<file path="config.mk">
export PLATFORM = sky130hd
export DESIGN_NAME = rx_intf
export DESIGN_NICKNAME = d
export VERILOG_FILES = /design/src/rtl/rx_intf_pkg.sv /design/src/rtl/rx_intf.sv /design/src/rtl/rx_iq_combiner.sv /design/src/rtl/rx_intf_wb_regs.sv /design/src/rtl/rx_intf_s_axis.sv /design/src/rtl/rx_sync_fifo.sv
export VERILOG_INCLUDE_DIRS = /design/src /design/src/rtl
export SDC_FILE = /design/constraint.sdc
export NUM_CORES = 2
export LEC_CHECK = 0
export ABC_AREA = 1
export BUFFER_PORTS_ARGS = -buffer_cell sky130_fd_sc_hd__buf_2
export CORE_ASPECT_RATIO = 1.25
export CORE_MARGIN = 4
export CORE_UTILIZATION = 62
export DETAILED_ROUTE_END_ITERATION = 8
export PLACE_DENSITY = 0.76
export SLEW_MARGIN = 15
export SYNTH_ARGS = -nofsm -noshare
export SYNTH_HDL_FRONTEND = slang
export SYNTH_SLANG_ARGS = --single-unit
</file>
<file path="constraint.sdc">
create_clock -name S_AXIS_ACLK -period 7.94 [get_ports S_AXIS_ACLK]
set_clock_uncertainty 0.05 [all_clocks]
set_input_delay 0.397 -clock S_AXIS_ACLK [delete_from_list [all_inputs] [get_ports S_AXIS_ACLK]]
set_output_delay 0.397 -clock S_AXIS_ACLK [all_outputs]
set_load 0.05 [all_outputs]
</file>
<file path="src/rtl/rx_intf_params.svh">
/* Stream width, FIFO depth, count width and Wishbone register addresses. */

`ifndef RX_INTF_PARAMS_SVH
`define RX_INTF_PARAMS_SVH

// One AXI-Stream beat carries two complex samples.
`define RX_DATA_W 64

// Words per antenna FIFO.
`define RX_FIFO_DEPTH 16

// Width of the symbol count and of the FIFO occupancy.
`define RX_CNT_W 14

// Wishbone word addresses.
`define RX_REG_CTRL      4'd0
`define RX_REG_NUM_SYM   4'd1
`define RX_REG_DELIVERED 4'd2

`endif
</file>
<file path="src/rtl/rx_intf_pkg.sv">
/* Sample, lane and stream word types shared by the receive path. */

`include "rx_intf_params.svh"

package rx_intf_pkg;

	// One real or imaginary part.
	localparam int LANE_W = 16;

	// 16-bit lanes per stream word.
	localparam int LANES = `RX_DATA_W / LANE_W;

	typedef logic signed [LANE_W-1:0] lane_t;

	// I in the low half, Q in the high half.
	typedef logic [2*LANE_W-1:0] iq_sample_t;

	// Sample 0 sits in the low 32 bits.
	typedef iq_sample_t [`RX_DATA_W/(2*LANE_W)-1:0] rx_word_t;

endpackage

</file>
<file path="src/rtl/rx_intf.sv">
/* Receive interface top: two AXI-Stream slaves, their FIFOs, the combiner and registers. */

`timescale 1ns/1ps

`include "rx_intf_params.svh"

module rx_intf
(
	input  logic                    S_AXIS_ACLK,
	input  logic                    S_AXIS_ARESETN,
	input  rx_intf_pkg::rx_word_t   s0_tdata,
	input  logic [`RX_DATA_W/8-1:0] s0_tstrb,
	input  logic                    s0_tlast,
	input  logic                    s0_tvalid,
	output logic                    s0_tready,
	input  rx_intf_pkg::rx_word_t   s1_tdata,
	input  logic [`RX_DATA_W/8-1:0] s1_tstrb,
	input  logic                    s1_tlast,
	input  logic                    s1_tvalid,
	output logic                    s1_tready,
	output rx_intf_pkg::rx_word_t   data_to_acc,
	output logic                    emptyn_to_acc,
	input  logic                    acc_ask_data,
	input  logic                    wb_cyc,
	input  logic                    wb_stb,
	input  logic                    wb_we,
	input  logic [3:0]              wb_adr,
	input  logic [31:0]             wb_dat_w,
	output logic [31:0]             wb_dat_r,
	output logic                    wb_ack
);
	logic                  endless_mode;
	logic [`RX_CNT_W-1:0]  num_dma_symbol;
	logic                  word_taken;

	logic                  fifo0_wren;
	logic                  fifo1_wren;
	rx_intf_pkg::rx_word_t fifo0_din;
	rx_intf_pkg::rx_word_t fifo1_din;
	rx_intf_pkg::rx_word_t fifo0_dout;
	rx_intf_pkg::rx_word_t fifo1_dout;
	logic                  fifo0_rd_en;
	logic                  fifo1_rd_en;
	logic                  fifo0_empty;
	logic                  fifo1_empty;
	logic                  fifo0_full;
	logic                  fifo1_full;

	rx_intf_wb_regs i_wb_regs (
		.S_AXIS_ACLK, .S_AXIS_ARESETN,
		.wb_cyc, .wb_stb, .wb_we, .wb_adr, .wb_dat_w, .word_taken,
		.wb_dat_r, .wb_ack, .endless_mode, .num_dma_symbol
	);

	// Both antennas share one burst configuration.
	rx_intf_s_axis i_s_axis0 (
		.S_AXIS_ACLK, .S_AXIS_ARESETN, .endless_mode, .num_dma_symbol,
		.tdata(s0_tdata), .tstrb(s0_tstrb), .tlast(s0_tlast), .tvalid(s0_tvalid),
		.fifo_full(fifo0_full), .tready(s0_tready),
		.fifo_wren(fifo0_wren), .fifo_din(fifo0_din)
	);

	rx_intf_s_axis i_s_axis1 (
		.S_AXIS_ACLK, .S_AXIS_ARESETN, .endless_mode, .num_dma_symbol,
		.tdata(s1_tdata), .tstrb(s1_tstrb), .tlast(s1_tlast), .tvalid(s1_tvalid),
		.fifo_full(fifo1_full), .tready(s1_tready),
		.fifo_wren(fifo1_wren), .fifo_din(fifo1_din)
	);

	rx_sync_fifo #(.DEPTH(`RX_FIFO_DEPTH), .WIDTH(`RX_DATA_W)) i_fifo0 (
		.S_AXIS_ACLK, .S_AXIS_ARESETN,
		.wr_en(fifo0_wren), .din(fifo0_din), .rd_en(fifo0_rd_en),
		.dout(fifo0_dout), .empty(fifo0_empty), .full(fifo0_full), .data_count()
	);

	rx_sync_fifo #(.DEPTH(`RX_FIFO_DEPTH), .WIDTH(`RX_DATA_W)) i_fifo1 (
		.S_AXIS_ACLK, .S_AXIS_ARESETN,
		.wr_en(fifo1_wren), .din(fifo1_din), .rd_en(fifo1_rd_en),
		.dout(fifo1_dout), .empty(fifo1_empty), .full(fifo1_full), .data_count()
	);

	rx_iq_combiner i_combiner (
		.S_AXIS_ACLK, .S_AXIS_ARESETN,
		.a0_dout(fifo0_dout), .a0_empty(fifo0_empty),
		.a1_dout(fifo1_dout), .a1_empty(fifo1_empty),
		.acc_ask_data, .a0_rd_en(fifo0_rd_en), .a1_rd_en(fifo1_rd_en),
		.data_to_acc, .emptyn_to_acc, .word_taken
	);

endmodule

</file>
<file path="src/rtl/rx_iq_combiner.sv">
/* Two-antenna lockstep pop, lane-wise average and output register. */

`timescale 1ns/1ps

`include "rx_intf_params.svh"

module rx_iq_combiner
(
	input  logic                  S_AXIS_ACLK,
	input  logic                  S_AXIS_ARESETN,
	input  rx_intf_pkg::rx_word_t a0_dout,
	input  logic                  a0_empty,
	input  rx_intf_pkg::rx_word_t a1_dout,
	input  logic                  a1_empty,
	input  logic                  acc_ask_data,
	output logic                  a0_rd_en,
	output logic                  a1_rd_en,
	output rx_intf_pkg::rx_word_t data_to_acc,
	output logic                  emptyn_to_acc,
	output logic                  word_taken
);
	logic [`RX_DATA_W-1:0] a0_flat;
	logic [`RX_DATA_W-1:0] a1_flat;
	logic [`RX_DATA_W-1:0] avg_word;
	logic                  out_valid;
	logic                  drain;
	logic                  load;

	assign a0_flat = a0_dout;
	assign a1_flat = a1_dout;

	// floor((a+b)/2) on a 17-bit sum never overflows.
	for (genvar l = 0; l < rx_intf_pkg::LANES; l++)
	begin : g_lane
		rx_intf_pkg::lane_t a;
		rx_intf_pkg::lane_t b;
		logic signed [rx_intf_pkg::LANE_W:0] sum;

		assign a   = a0_flat[l*rx_intf_pkg::LANE_W +: rx_intf_pkg::LANE_W];
		assign b   = a1_flat[l*rx_intf_pkg::LANE_W +: rx_intf_pkg::LANE_W];
		assign sum = a + b;
		assign avg_word[l*rx_intf_pkg::LANE_W +: rx_intf_pkg::LANE_W] =
			rx_intf_pkg::LANE_W'(sum >>> 1);
	end

	assign drain = out_valid && acc_ask_data;

	// Refill in the same cycle the accelerator drains.
	assign load     = !a0_empty && !a1_empty && (!out_valid || drain);
	assign a0_rd_en = load;
	assign a1_rd_en = load;

	always_ff @(posedge S_AXIS_ACLK)
	begin
		if (!S_AXIS_ARESETN)
			out_valid <= 1'b0;
		else if (load)
			out_valid <= 1'b1;
		else if (drain)
			out_valid <= 1'b0;
	end

	always_ff @(posedge S_AXIS_ACLK)
	begin
		if (load)
			data_to_acc <= avg_word;
	end

	assign emptyn_to_acc = out_valid;
	assign word_taken    = drain;

endmodule

</file>
<file path="src/rtl/rx_intf_wb_regs.sv">
/* Wishbone classic register file: control, symbol count and delivered-word counter. */

`timescale 1ns/1ps

`include "rx_intf_params.svh"

module rx_intf_wb_regs
(
	input  logic                 S_AXIS_ACLK,
	input  logic                 S_AXIS_ARESETN,
	input  logic                 wb_cyc,
	input  logic                 wb_stb,
	input  logic                 wb_we,
	input  logic [3:0]           wb_adr,
	input  logic [31:0]          wb_dat_w,
	input  logic                 word_taken,
	output logic [31:0]          wb_dat_r,
	output logic                 wb_ack,
	output logic                 endless_mode,
	output logic [`RX_CNT_W-1:0] num_dma_symbol
);
	logic        req;
	logic        access;
	logic [31:0] delivered;
	logic [31:0] rd_mux;

	assign req = wb_cyc && wb_stb;

	// Ack is a single pulse, then low for a cycle.
	assign access = req && !wb_ack;

	always_comb
	begin
		case (wb_adr)
			`RX_REG_CTRL:      rd_mux = {31'b0, endless_mode};
			`RX_REG_NUM_SYM:   rd_mux = {{(32 - `RX_CNT_W){1'b0}}, num_dma_symbol};
			`RX_REG_DELIVERED: rd_mux = delivered;
			default:           rd_mux = '0;
		endcase
	end

	always_ff @(posedge S_AXIS_ACLK)
	begin
		if (!S_AXIS_ARESETN)
		begin
			wb_ack         <= 1'b0;
			endless_mode   <= 1'b0;
			num_dma_symbol <= '0;
		end
		else
		begin
			wb_ack <= access;
			if (access && wb_we && wb_adr == `RX_REG_CTRL)
				endless_mode <= wb_dat_w[0];
			if (access && wb_we && wb_adr == `RX_REG_NUM_SYM)
				num_dma_symbol <= wb_dat_w[`RX_CNT_W-1:0];
		end
	end

	// Any write clears the counter, and wins over a word taken that cycle.
	always_ff @(posedge S_AXIS_ACLK)
	begin
		if (!S_AXIS_ARESETN)
			delivered <= '0;
		else if (access && wb_we && wb_adr == `RX_REG_DELIVERED)
			delivered <= '0;
		else if (word_taken)
			delivered <= delivered + 1'b1;
	end

	always_ff @(posedge S_AXIS_ACLK)
	begin
		if (access)
			wb_dat_r <= rd_mux;
	end

endmodule

</file>
<file path="src/rtl/rx_intf_s_axis.sv">
/* AXI-Stream slave burst controller feeding one antenna FIFO. */

`timescale 1ns/1ps

`include "rx_intf_params.svh"

module rx_intf_s_axis
(
	input  logic                       S_AXIS_ACLK,
	input  logic                       S_AXIS_ARESETN,
	input  logic                       endless_mode,
	input  logic [`RX_CNT_W-1:0]       num_dma_symbol,
	input  rx_intf_pkg::rx_word_t      tdata,
	input  logic [`RX_DATA_W/8-1:0]    tstrb,
	input  logic                       tlast,
	input  logic                       tvalid,
	input  logic                       fifo_full,
	output logic                       tready,
	output logic                       fifo_wren,
	output rx_intf_pkg::rx_word_t      fifo_din
);
	localparam logic IDLE  = 1'b0;
	localparam logic WRITE = 1'b1;

	logic                 state;
	logic [`RX_CNT_W-1:0] beat_cnt;
	logic [`RX_CNT_W-1:0] beat_cnt_inc;
	logic                 at_limit;
	logic                 last_counted;
	logic                 burst_done;

	assign beat_cnt_inc = beat_cnt + 1'b1;
	assign at_limit     = !endless_mode && (beat_cnt == num_dma_symbol);
	assign last_counted = !endless_mode && (beat_cnt_inc == num_dma_symbol);

	// A full FIFO holds off the master in the same cycle.
	assign tready    = (state == WRITE) && !at_limit && !fifo_full;
	assign fifo_wren = tvalid && tready;

	// Byte strobes are ignored and every beat is stored whole.
	assign fifo_din = tdata;

	// Limit already reached covers a zero or lowered symbol count.
	assign burst_done = at_limit || (fifo_wren && (tlast || last_counted));

	always_ff @(posedge S_AXIS_ACLK)
	begin
		if (!S_AXIS_ARESETN)
		begin
			state    <= IDLE;
			beat_cnt <= '0;
		end
		else if (state == IDLE)
		begin
			beat_cnt <= '0;
			if (tvalid)
				state <= WRITE;
		end
		else if (burst_done)
		begin
			state    <= IDLE;
			beat_cnt <= '0;
		end
		else if (fifo_wren)
			beat_cnt <= beat_cnt_inc;
	end

endmodule

</file>
<file path="src/rtl/rx_sync_fifo.sv">
/* Single-clock first-word-fall-through FIFO with occupancy count. */

`timescale 1ns/1ps

`include "rx_intf_params.svh"

module rx_sync_fifo #(
	parameter integer DEPTH = `RX_FIFO_DEPTH,
	parameter integer WIDTH = `RX_DATA_W
)
(
	input  logic                 S_AXIS_ACLK,
	input  logic                 S_AXIS_ARESETN,
	input  logic                 wr_en,
	input  logic [WIDTH-1:0]     din,
	input  logic                 rd_en,
	output logic [WIDTH-1:0]     dout,
	output logic                 empty,
	output logic                 full,
	output logic [`RX_CNT_W-1:0] data_count
);
	localparam integer PTR_W = (DEPTH > 1) ? $clog2(DEPTH) : 1;

	logic [WIDTH-1:0]     mem [DEPTH];
	logic [PTR_W-1:0]     wr_ptr;
	logic [PTR_W-1:0]     rd_ptr;
	logic [`RX_CNT_W-1:0] count;

	function automatic logic [PTR_W-1:0] ptr_next(input logic [PTR_W-1:0] ptr);
		ptr_next = (ptr == PTR_W'(DEPTH - 1)) ? '0 : ptr + 1'b1;
	endfunction

	always_ff @(posedge S_AXIS_ACLK)
	begin
		if (wr_en)
			mem[wr_ptr] <= din;
	end

	always_ff @(posedge S_AXIS_ACLK)
	begin
		if (!S_AXIS_ARESETN)
		begin
			wr_ptr <= '0;
			rd_ptr <= '0;
			count  <= '0;
		end
		else
		begin
			if (wr_en)
				wr_ptr <= ptr_next(wr_ptr);
			if (rd_en)
				rd_ptr <= ptr_next(rd_ptr);
			case ({wr_en, rd_en})
				2'b10:   count <= count + 1'b1;
				2'b01:   count <= count - 1'b1;
				default: count <= count;
			endcase
		end
	end

	// Head word is visible as soon as it is written.
	assign dout       = mem[rd_ptr];
	assign empty      = (count == '0);
	assign full       = (count == `RX_CNT_W'(DEPTH));
	assign data_count = count;

endmodule

</file>
## Word-level counts from Yosys, hierarchy flattened

Memory sizes are Yosys's and may differ from the RTL's. A register that Yosys moved wholly into a read port is not among the register bits.
Index checks and enable logic that the tools add are counted.

- Word-level logic and storage cells: 121
- Memories kept: 2
- Output and inout port bits: 100
- Bits in writable memories: 2048
- Bits in registers: 219
- Input port bits: 190

- Reduce and logical (&&, ||, !) cells: 44
- Muxes and demuxes: 23
- Eq/ne operators: 16
- Bitwise gates (word level): 3
- Add/subtract/negate cells: 15

Memory list:

| name | depth | bits a word | rd ports | clocked after memory_dff | write ports | line | text |
|---|---|---|---|---|---|---|---|
| i_fifo0.mem | 16 | 64 | 1 | 1 | 1 | rx_sync_fifo.sv:24 | `logic [WIDTH-1:0] mem [DEPTH];` |
| i_fifo1.mem | 16 | 64 | 1 | 1 | 1 | rx_sync_fifo.sv:24 |  |

Operators by type and width:

| kind | number |
|---|---|
| one-hot mux 32 bit (3 select lines) | 1 |
| adder 16 x 16 -> 17 bit | 4 |
| adder 14 x 1 -> 14 bit, second input constant | 4 |
| equality test 14 bit | 4 |
| one-hot mux 14 bit (2 select lines) | 2 |
| adder 32 x 1 -> 32 bit, second input constant | 1 |
| 2-to-1 mux 4 bit | 8 |
| equality test 14 x 5 -> 1 bit, second input constant | 2 |
| zero test 14 bit | 2 |
| subtractor 14 x 1 -> 14 bit, second input constant | 2 |
| logical AND 1 bit | 21 |
| adder 4 x 1 -> 4 bit, second input constant | 4 |
| equality test 4 bit, second input constant | 4 |
| 2-to-1 mux 1 bit | 12 |
| zero test 1 bit | 9 |
| nonzero test 2 bit | 3 |
| OR reduction 3 bit | 2 |
| logical OR 1 bit | 5 |
| equality test 2 x 1 -> 1 bit, second input constant | 2 |
| equality test 2 bit, second input constant | 2 |
| equality test 4 x 1 -> 1 bit, second input constant | 1 |
| equality test 4 x 2 -> 1 bit, second input constant | 1 |
| zero test 4 bit | 1 |
| NOT 1 bit | 3 |
| OR reduction 2 bit | 1 |

## Longest topological paths before layout

- Depth in word-level cells: 10
- Gate-level depth with buffers: 21

## By module

A second synthesis with hierarchy kept.

- Cells, all modules: 7922
- Area, all modules: 98495.7 um^2

Modules (own cells, without submodules):

| module | area each (um^2) | times used | seq. area each (um^2) | cells an instance |
|---|---|---|---|---|
| rx_sync_fifo at i_fifo0 | 42663.4 | 1 | 31270.0 | 3020 |
| rx_sync_fifo at i_fifo1 | 42653.4 | 1 | 31270.0 | 3020 |
| rx_iq_combiner | 5860.6 | 1 | 1941.9 | 860 |
| rx_intf_s_axis | 1838.0 | 2 | 300.3 | 287 |
| rx_intf_wb_regs | 3642.2 | 1 | 1921.8 | 448 |

## Worst setup path before layout

OpenSTA, ideal clock, no wires.

- Kind: reg2reg
- From: register i_wb_regs.num_dma_symbol[1]
- To: memory i_fifo0.mem[7][0] (netlist name), enable pin
- Path slack: 1.709 ns
- Path buffers: 1
- Arrival: 5.616 ns
- Clock period less this slack: 6.231 ns
- Cell stages (with the launch flop): 10
- Cells stage by stage: dfxtp_1 -> clkinv_1 -> o22ai_1 -> nor2_1 -> nand2_1 -> nor2_1 -> nand2_1 -> nand4_2 -> buf_2 -> nor3_1

- Longest elaborated chain between the ends: 8

Ends and longest elaborated chain:

| item | line | text |
|---|---|---|
| start: declaration | rx_intf_wb_regs.sv:20 | `` output logic [`RX_CNT_W-1:0] num_dma_symbol `` |
| start signal: assignment | rx_intf_wb_regs.sv:56 | `` num_dma_symbol <= wb_dat_w[`RX_CNT_W-1:0]; `` |
| equality test 14 bit | rx_intf_s_axis.sv:33 | `assign at_limit = !endless_mode && (beat_cnt == num_dma_symbol);` |
| logical AND 1 bit | rx_intf_s_axis.sv:33 |  |
| zero test 1 bit | rx_intf_s_axis.sv:37 | `assign tready = (state == WRITE) && !at_limit && !fifo_full;` |
| logical AND 1 bit (2 in a row) | rx_intf_s_axis.sv:37 |  |
| logical AND 1 bit | rx_intf_s_axis.sv:38 | `assign fifo_wren = tvalid && tready;` |
| 2-to-1 mux 1 bit | rx_sync_fifo.sv:35 | `if (wr_en)` |
| 2-to-1 mux 1 bit (implied by the code) | rx_sync_fifo.sv:36 | `mem[wr_ptr] <= din;` |
| end: declaration | rx_sync_fifo.sv:24 |  |

No other way between the ends.

==> flow_summary.html <==
<table>
<tr><th>Metric</th><th>Value</th></tr>
<tr><th colspan="2">Clock tree</th></tr>
<tr><td>Register clock-pin slew on the reported worst setup and hold paths</td><td>0.06 ns</td></tr>
<tr><td>Worst-skew pair later-pin latency</td><td>0.84 ns</td></tr>
<tr><td>Clk sink count</td><td>2275</td></tr>
<tr><td>TritonCTS clock tree</td><td>built</td></tr>
<tr><td>Total CTS buffers</td><td>205</td></tr>
<tr><td>Clock root buffer</td><td>sky130_fd_sc_hd__clkbuf_16</td></tr>
<tr><td>Setup repair bufs after CTS</td><td>0</td></tr>
<tr><td>Buffer levels on the longest clock path</td><td>3</td></tr>
<tr><td>Cts hold-fix bufs</td><td>152</td></tr>
<tr><td># H-tree levels</td><td>4</td></tr>
<tr><td>Post-CTS sizing</td><td>0</td></tr>
<tr><th colspan="2">Timing</th></tr>
<tr><td>Final Max Tran Viols</td><td>0</td></tr>
<tr><td>Setup repair after global routing missed its margin</td><td>no</td></tr>
<tr><td>Slew at the pin closest to its max-slew limit</td><td>1.22 ns</td></tr>
<tr><td>Min Clock Period, post-route</td><td>5.26 ns</td></tr>
<tr><td>Total count of hold-check failures in the final report</td><td>0</td></tr>
<tr><td>Achievable clock frequency</td><td>190 MHz</td></tr>
<tr><td>Fin Setup TNS</td><td>0 ns</td></tr>
<tr><td>Final number of setup-violating endpoints</td><td>0</td></tr>
<tr><td>Worst slew margin relative to its limit</td><td>19.0%</td></tr>
<tr><td>Tcrit/Tclk final</td><td>66.2%</td></tr>
<tr><th colspan="2">Synthesis</th></tr>
<tr><td>Top FF cell, synth</td><td>sky130_fd_sc_hd__edfxtp_1</td></tr>
<tr><td>Cell taking the most area after synthesis</td><td>sky130_fd_sc_hd__edfxtp_1</td></tr>
<tr><td>Share of flip-flops with an asynchronous set or reset</td><td>0%</td></tr>
<tr><td>Simple logic cell fraction of the synthesized area</td><td>10.4%</td></tr>
<tr><td>Total of flip-flops plus latches after synthesis</td><td>2275</td></tr>
<tr><td>Ranking of synthesized cells by area</td><td>sky130_fd_sc_hd__edfxtp_1, sky130_fd_sc_hd__o21ai_0, sky130_fd_sc_hd__nor2_1, sky130_fd_sc_hd__o221ai_1, sky130_fd_sc_hd__dfxtp_1</td></tr>
<tr><td>Portion of the post-synthesis area used by sequential elements</td><td>72.0%</td></tr>
<tr><td>Cell with the most instances after synthesis</td><td>sky130_fd_sc_hd__edfxtp_1</td></tr>
<tr><td>Main combinational cell family by area after synthesis</td><td>compound AO/OA/AOI/OAI gates</td></tr>
<tr><td>Cell count after synthesis</td><td>7436</td></tr>
<tr><td>Number of synthesized flops with an enable pin</td><td>2144</td></tr>
<tr><td>Adder and majority gate portion of the synthesized area</td><td>1.46%</td></tr>
<tr><td>Top cell types by occurrence after synthesis</td><td>sky130_fd_sc_hd__edfxtp_1, sky130_fd_sc_hd__nor2_1, sky130_fd_sc_hd__o21ai_0</td></tr>
<tr><td>Number of warning messages in the yosys log</td><td>0</td></tr>
<tr><td>Post-synth top area share</td><td>69.2%</td></tr>
<tr><td>Synthesized-area fraction occupied by xor and xnor cells</td><td>1.04%</td></tr>
<tr><td>Synthesized netlist net count</td><td>7731</td></tr>
<tr><td>Compound-cell area share of the yosys netlist</td><td>12.1%</td></tr>
<tr><td>Post-synth design cell area</td><td>0.0931 mm2</td></tr>
<tr><td>Per-instance average area after synthesis</td><td>12.5 um2</td></tr>
<tr><td>Number of distinct library cells after synthesis</td><td>55</td></tr>
<tr><td>Post-synthesis mux area share</td><td>0%</td></tr>
<tr><th colspan="2">Worst setup path</th></tr>
<tr><td>Dominant delay contributor by cell family on the critical path</td><td>buffers and inverters</td></tr>
<tr><td>Crit Path Class</td><td>reg -&gt; reg</td></tr>
<tr><td>Kind of start point of the critical path</td><td>flop</td></tr>
<tr><td>Max FO, Critical Path</td><td>200</td></tr>
<tr><td>Worst Setup End Kind</td><td>flop</td></tr>
<tr><td>Capture instance of the worst register-to-register path</td><td>i_combiner.data_to_acc[62]</td></tr>
<tr><td>Ordered cell list for the critical path</td><td>buf_12 &gt; buf_4 &gt; o21ai_0 &gt; o221ai_1 &gt; nand3_1 &gt; nand2_1 &gt; ha_1 &gt; a21oi_1 &gt; a21boi_0 &gt; nor2_1 &gt; a211oi_1 &gt; nand2_1 &gt; nand2_1 &gt; nand2_1</td></tr>
<tr><td>Crit-path slowest cell</td><td>sky130_fd_sc_hd__dfxtp_4</td></tr>
<tr><td>Required time worst endpoint</td><td>8.45 ns</td></tr>
<tr><td>Critical path arrival</td><td>5.77 ns</td></tr>
<tr><td>Max incr delay on CP</td><td>0.91 ns</td></tr>
<tr><td>R2R setup slack</td><td>2.68 ns</td></tr>
<tr><td>Crit path top cell by count</td><td>sky130_fd_sc_hd__nand2_1</td></tr>
<tr><td>Depth of the worst register-to-register path</td><td>14</td></tr>
<tr><td>Number of buffers and inverters on the critical path</td><td>2</td></tr>
<tr><th colspan="2">GRT</th></tr>
<tr><td>Number of global-route vias before repair</td><td>61600</td></tr>
<tr><td>Remaining global-route overflow</td><td>0</td></tr>
<tr><td>Maximum number of pins on one net before global-route repair</td><td>209</td></tr>
<tr><td>Wire length of the first global-routing pass</td><td>368000 um</td></tr>
<tr><td>Global-route total usage across every layer</td><td>31.2%</td></tr>
<tr><td>Antenna violations before repair</td><td>32</td></tr>
<tr><th colspan="2">Min path</th></tr>
<tr><td>Endpoint with the worst hold slack</td><td>i_wb_regs.num_dma_symbol[5]</td></tr>
<tr><td>Source of the worst hold timing path</td><td>wb_we</td></tr>
<tr><td>Number of stages on the worst hold path</td><td>5</td></tr>
<tr><td>Class of the most critical hold timing path</td><td>in -&gt; reg</td></tr>
<tr><th colspan="2">Layout</th></tr>
<tr><td>Final-stage net count</td><td>7998</td></tr>
<tr><td>Fill cell count</td><td>9667</td></tr>
<tr><td>Fraction of final layout cells with drive strength greater than 1</td><td>9.49%</td></tr>
<tr><td>Count of non-filler cells in the finished layout</td><td>9907</td></tr>
<tr><td>Growth of design area from synthesis to finish</td><td>12.6%</td></tr>
<tr><th colspan="2">Route</th></tr>
<tr><td>Pre-antenna DRT Iters</td><td>6</td></tr>
<tr><td>Drc violations</td><td>0</td></tr>
<tr><td>WL met1</td><td>90400 um</td></tr>
<tr><td>Total length of routed met3 wires</td><td>26700 um</td></tr>
<tr><td>Violation count after the first detailed-routing iteration</td><td>8162</td></tr>
<tr><td>Routed wire length per instance</td><td>25.0 um</td></tr>
<tr><td>Total wirelength of the detailed-routed design</td><td>247000 um</td></tr>
<tr><td>Post-detailed-route count of antenna-violating nets</td><td>0</td></tr>
<tr><td>Via count of the routed design</td><td>63400</td></tr>
<tr><td>Detail-routed via count per cell</td><td>6.39</td></tr>
<tr><td>Top layer in use</td><td>met5</td></tr>
<tr><td>Met2 wirelength from detailed routing</td><td>120000 um</td></tr>
<tr><th colspan="2">Die</th></tr>
<tr><td>Floorplan Core Area</td><td>0.149 mm2</td></tr>
<tr><td>Die W</td><td>355 um</td></tr>
<tr><td>Starting Density</td><td>62.5%</td></tr>
<tr><td>Count of standard-cell rows</td><td>158</td></tr>
<tr><td>Area enclosed by the die boundary</td><td>0.156 mm2</td></tr>
<tr><td>Num ports</td><td>290</td></tr>
<tr><td>Die Span Y</td><td>441 um</td></tr>
<tr><th colspan="2">Pwr</th></tr>
<tr><td>Total power</td><td>32300 uW</td></tr>
<tr><td>Leakage power</td><td>0.0353 uW</td></tr>
<tr><td>Worst VDD drop</td><td>0.252 mV</td></tr>
<tr><td>Power per standard cell area</td><td>308 mW/mm2</td></tr>
<tr><th colspan="2">Run status</th></tr>
<tr><td>Run status</td><td>completed</td></tr>
<tr><th colspan="2">Place</th></tr>
<tr><td>Placer congestion estimate</td><td>0.900</td></tr>
<tr><td>Instance count after placement with tap cells included</td><td>9344</td></tr>
<tr><td>Port Buffers</td><td>255</td></tr>
<tr><td>Detail Placement HPWL</td><td>137000 um</td></tr>
<tr><th colspan="2">Run</th></tr>
<tr><td>Max-capacitance violation count</td><td>0</td></tr>
</table>
[kinds of logic after synthesis]
logic type	after synthesis
AOI/OAI and AO/OA	1862
xor gates and xnor gates	110
adders and majority gates	105
buffers and inverters	711
DFF	2275
and+or+nand+nor	2373
[metal layers]
layer	vias to the layer above	global-route usage, %
met5	-	0
met4	16	12.8
met3	694	6.73
met2	3697	51.5
met1	30900	40.7
li1	28100	-
[through the flow]
stage / cell area [um2] / hold slack, ns / worst slack [ns] / utilization [%]
CTS: 105000 / 0.00720 / 2.85 / 70.4
floorplan: 93100 / 0.388 / 1.71 / -
global placement: 96300 / 0.404 / 3.00 / 64.7
finish: 105000 / 0.0644 / 2.68 / 70.4
global route: 105000 / 0.0712 / 2.39 / 70.4
detailed placement: 96300 / 0.407 / 2.90 / 64.7
[worst max path at each step]
stage / from / endpoint / slack (ns) / cells past startpoint
2_1_floorplan: i_wb_regs.num_dma_symbol[1] / i_fifo0.mem[7][0] / 1.71 / 9
5_1_grt: flop / i_combiner.data_to_acc[62] / 2.39 / 14
6_report: flop / i_combiner.data_to_acc[62] / 2.68 / 14
3_3_place_gp: flop / i_combiner.data_to_acc[62] / 3.00 / 14
3_5_place_dp: flop / i_combiner.data_to_acc[62] / 2.90 / 14
4_1_cts: flop / i_combiner.data_to_acc[62] / 2.85 / 14
[cells in the final DEF (no fill, tap or decap), types with 7 or more instances in the layout]
cell type and n:
sky130_fd_sc_hd__ha_1 99, sky130_fd_sc_hd__nand3_1 325, sky130_fd_sc_hd__buf_12 9, sky130_fd_sc_hd__o21ai_0 1056
sky130_fd_sc_hd__dlygate4sd3_1 152, sky130_fd_sc_hd__clkbuf_8 7, sky130_fd_sc_hd__o221ai_1 362, sky130_fd_sc_hd__clkbuf_1 44
sky130_fd_sc_hd__o211ai_1 126, sky130_fd_sc_hd__edfxtp_1 2144, sky130_fd_sc_hd__nor2_1 1214, sky130_fd_sc_hd__a21o_1 11
sky130_fd_sc_hd__nand2_1 687, sky130_fd_sc_hd__clkbuf_16 210, sky130_fd_sc_hd__inv_1 247, sky130_fd_sc_hd__nand3b_1 8
sky130_fd_sc_hd__nand4_1 29, sky130_fd_sc_hd__dfxtp_4 8, sky130_fd_sc_hd__nor2_4 35, sky130_fd_sc_hd__nor3_1 35
sky130_fd_sc_hd__buf_4 94, sky130_fd_sc_hd__a21oi_1 134, sky130_fd_sc_hd__xor2_1 77, sky130_fd_sc_hd__dfxtp_1 123
sky130_fd_sc_hd__o22ai_1 141, sky130_fd_sc_hd__clkinvlp_4 7, sky130_fd_sc_hd__clkinv_2 38, sky130_fd_sc_hd__xnor2_1 33
sky130_fd_sc_hd__diode_2 32, sky130_fd_sc_hd__bufinv_16 31, sky130_fd_sc_hd__buf_2 255, sky130_fd_sc_hd__nor2_2 9
sky130_fd_sc_hd__clkinv_1 37
[power by group]
part,internal [uW],leakage (uW),switching (uW)
clock,5890,0.00338,4300
sequential,13600,0.0205,331
combinational,2360,0.0114,5810
total,21800,0.0353,10400
[area by class of cell]
cell class	instances	area, um2	area share, %
sequential	2275	67000	64.0
multi-input combinational	4450	23500	22.4
clock buffer	261	5520	5.26
timing repair buffer	510	3680	3.51
tap	2000	2500	2.39
clock inverter	118	1430	1.37
inverter	261	1040	0.993
antenna	32	80.1	0.0764
[registers in the layout, indices dropped and copies added, names as in the netlist, 4 cells and up, named ones only]
| signal | count |
|---|---|
| i_fifo0.mem | 1024 |
| i_fifo1.mem | 1024 |
| i_combiner.data_to_acc | 64 |
| i_wb_regs.delivered | 32 |
| i_wb_regs.wb_dat_r | 32 |
| i_fifo0.data_count | 14 |
| i_fifo1.data_count | 14 |
| i_s_axis0.beat_cnt | 14 |
| i_s_axis1.beat_cnt | 14 |
| i_wb_regs.num_dma_symbol | 14 |
| i_fifo0.rd_ptr | 4 |
| i_fifo0.wr_ptr | 4 |
| i_fifo1.rd_ptr | 4 |
| i_fifo1.wr_ptr | 4 |
[tightest hold or removal path, cell delays in order]
cell and delay [ns]:
sky130_fd_sc_hd__buf_2 0.10, sky130_fd_sc_hd__nand2_1 0.11, sky130_fd_sc_hd__nor2_1 0.10, sky130_fd_sc_hd__o21ai_0 0.15
sky130_fd_sc_hd__nor2_1 0.05
(Power assumes the default switching activity.)
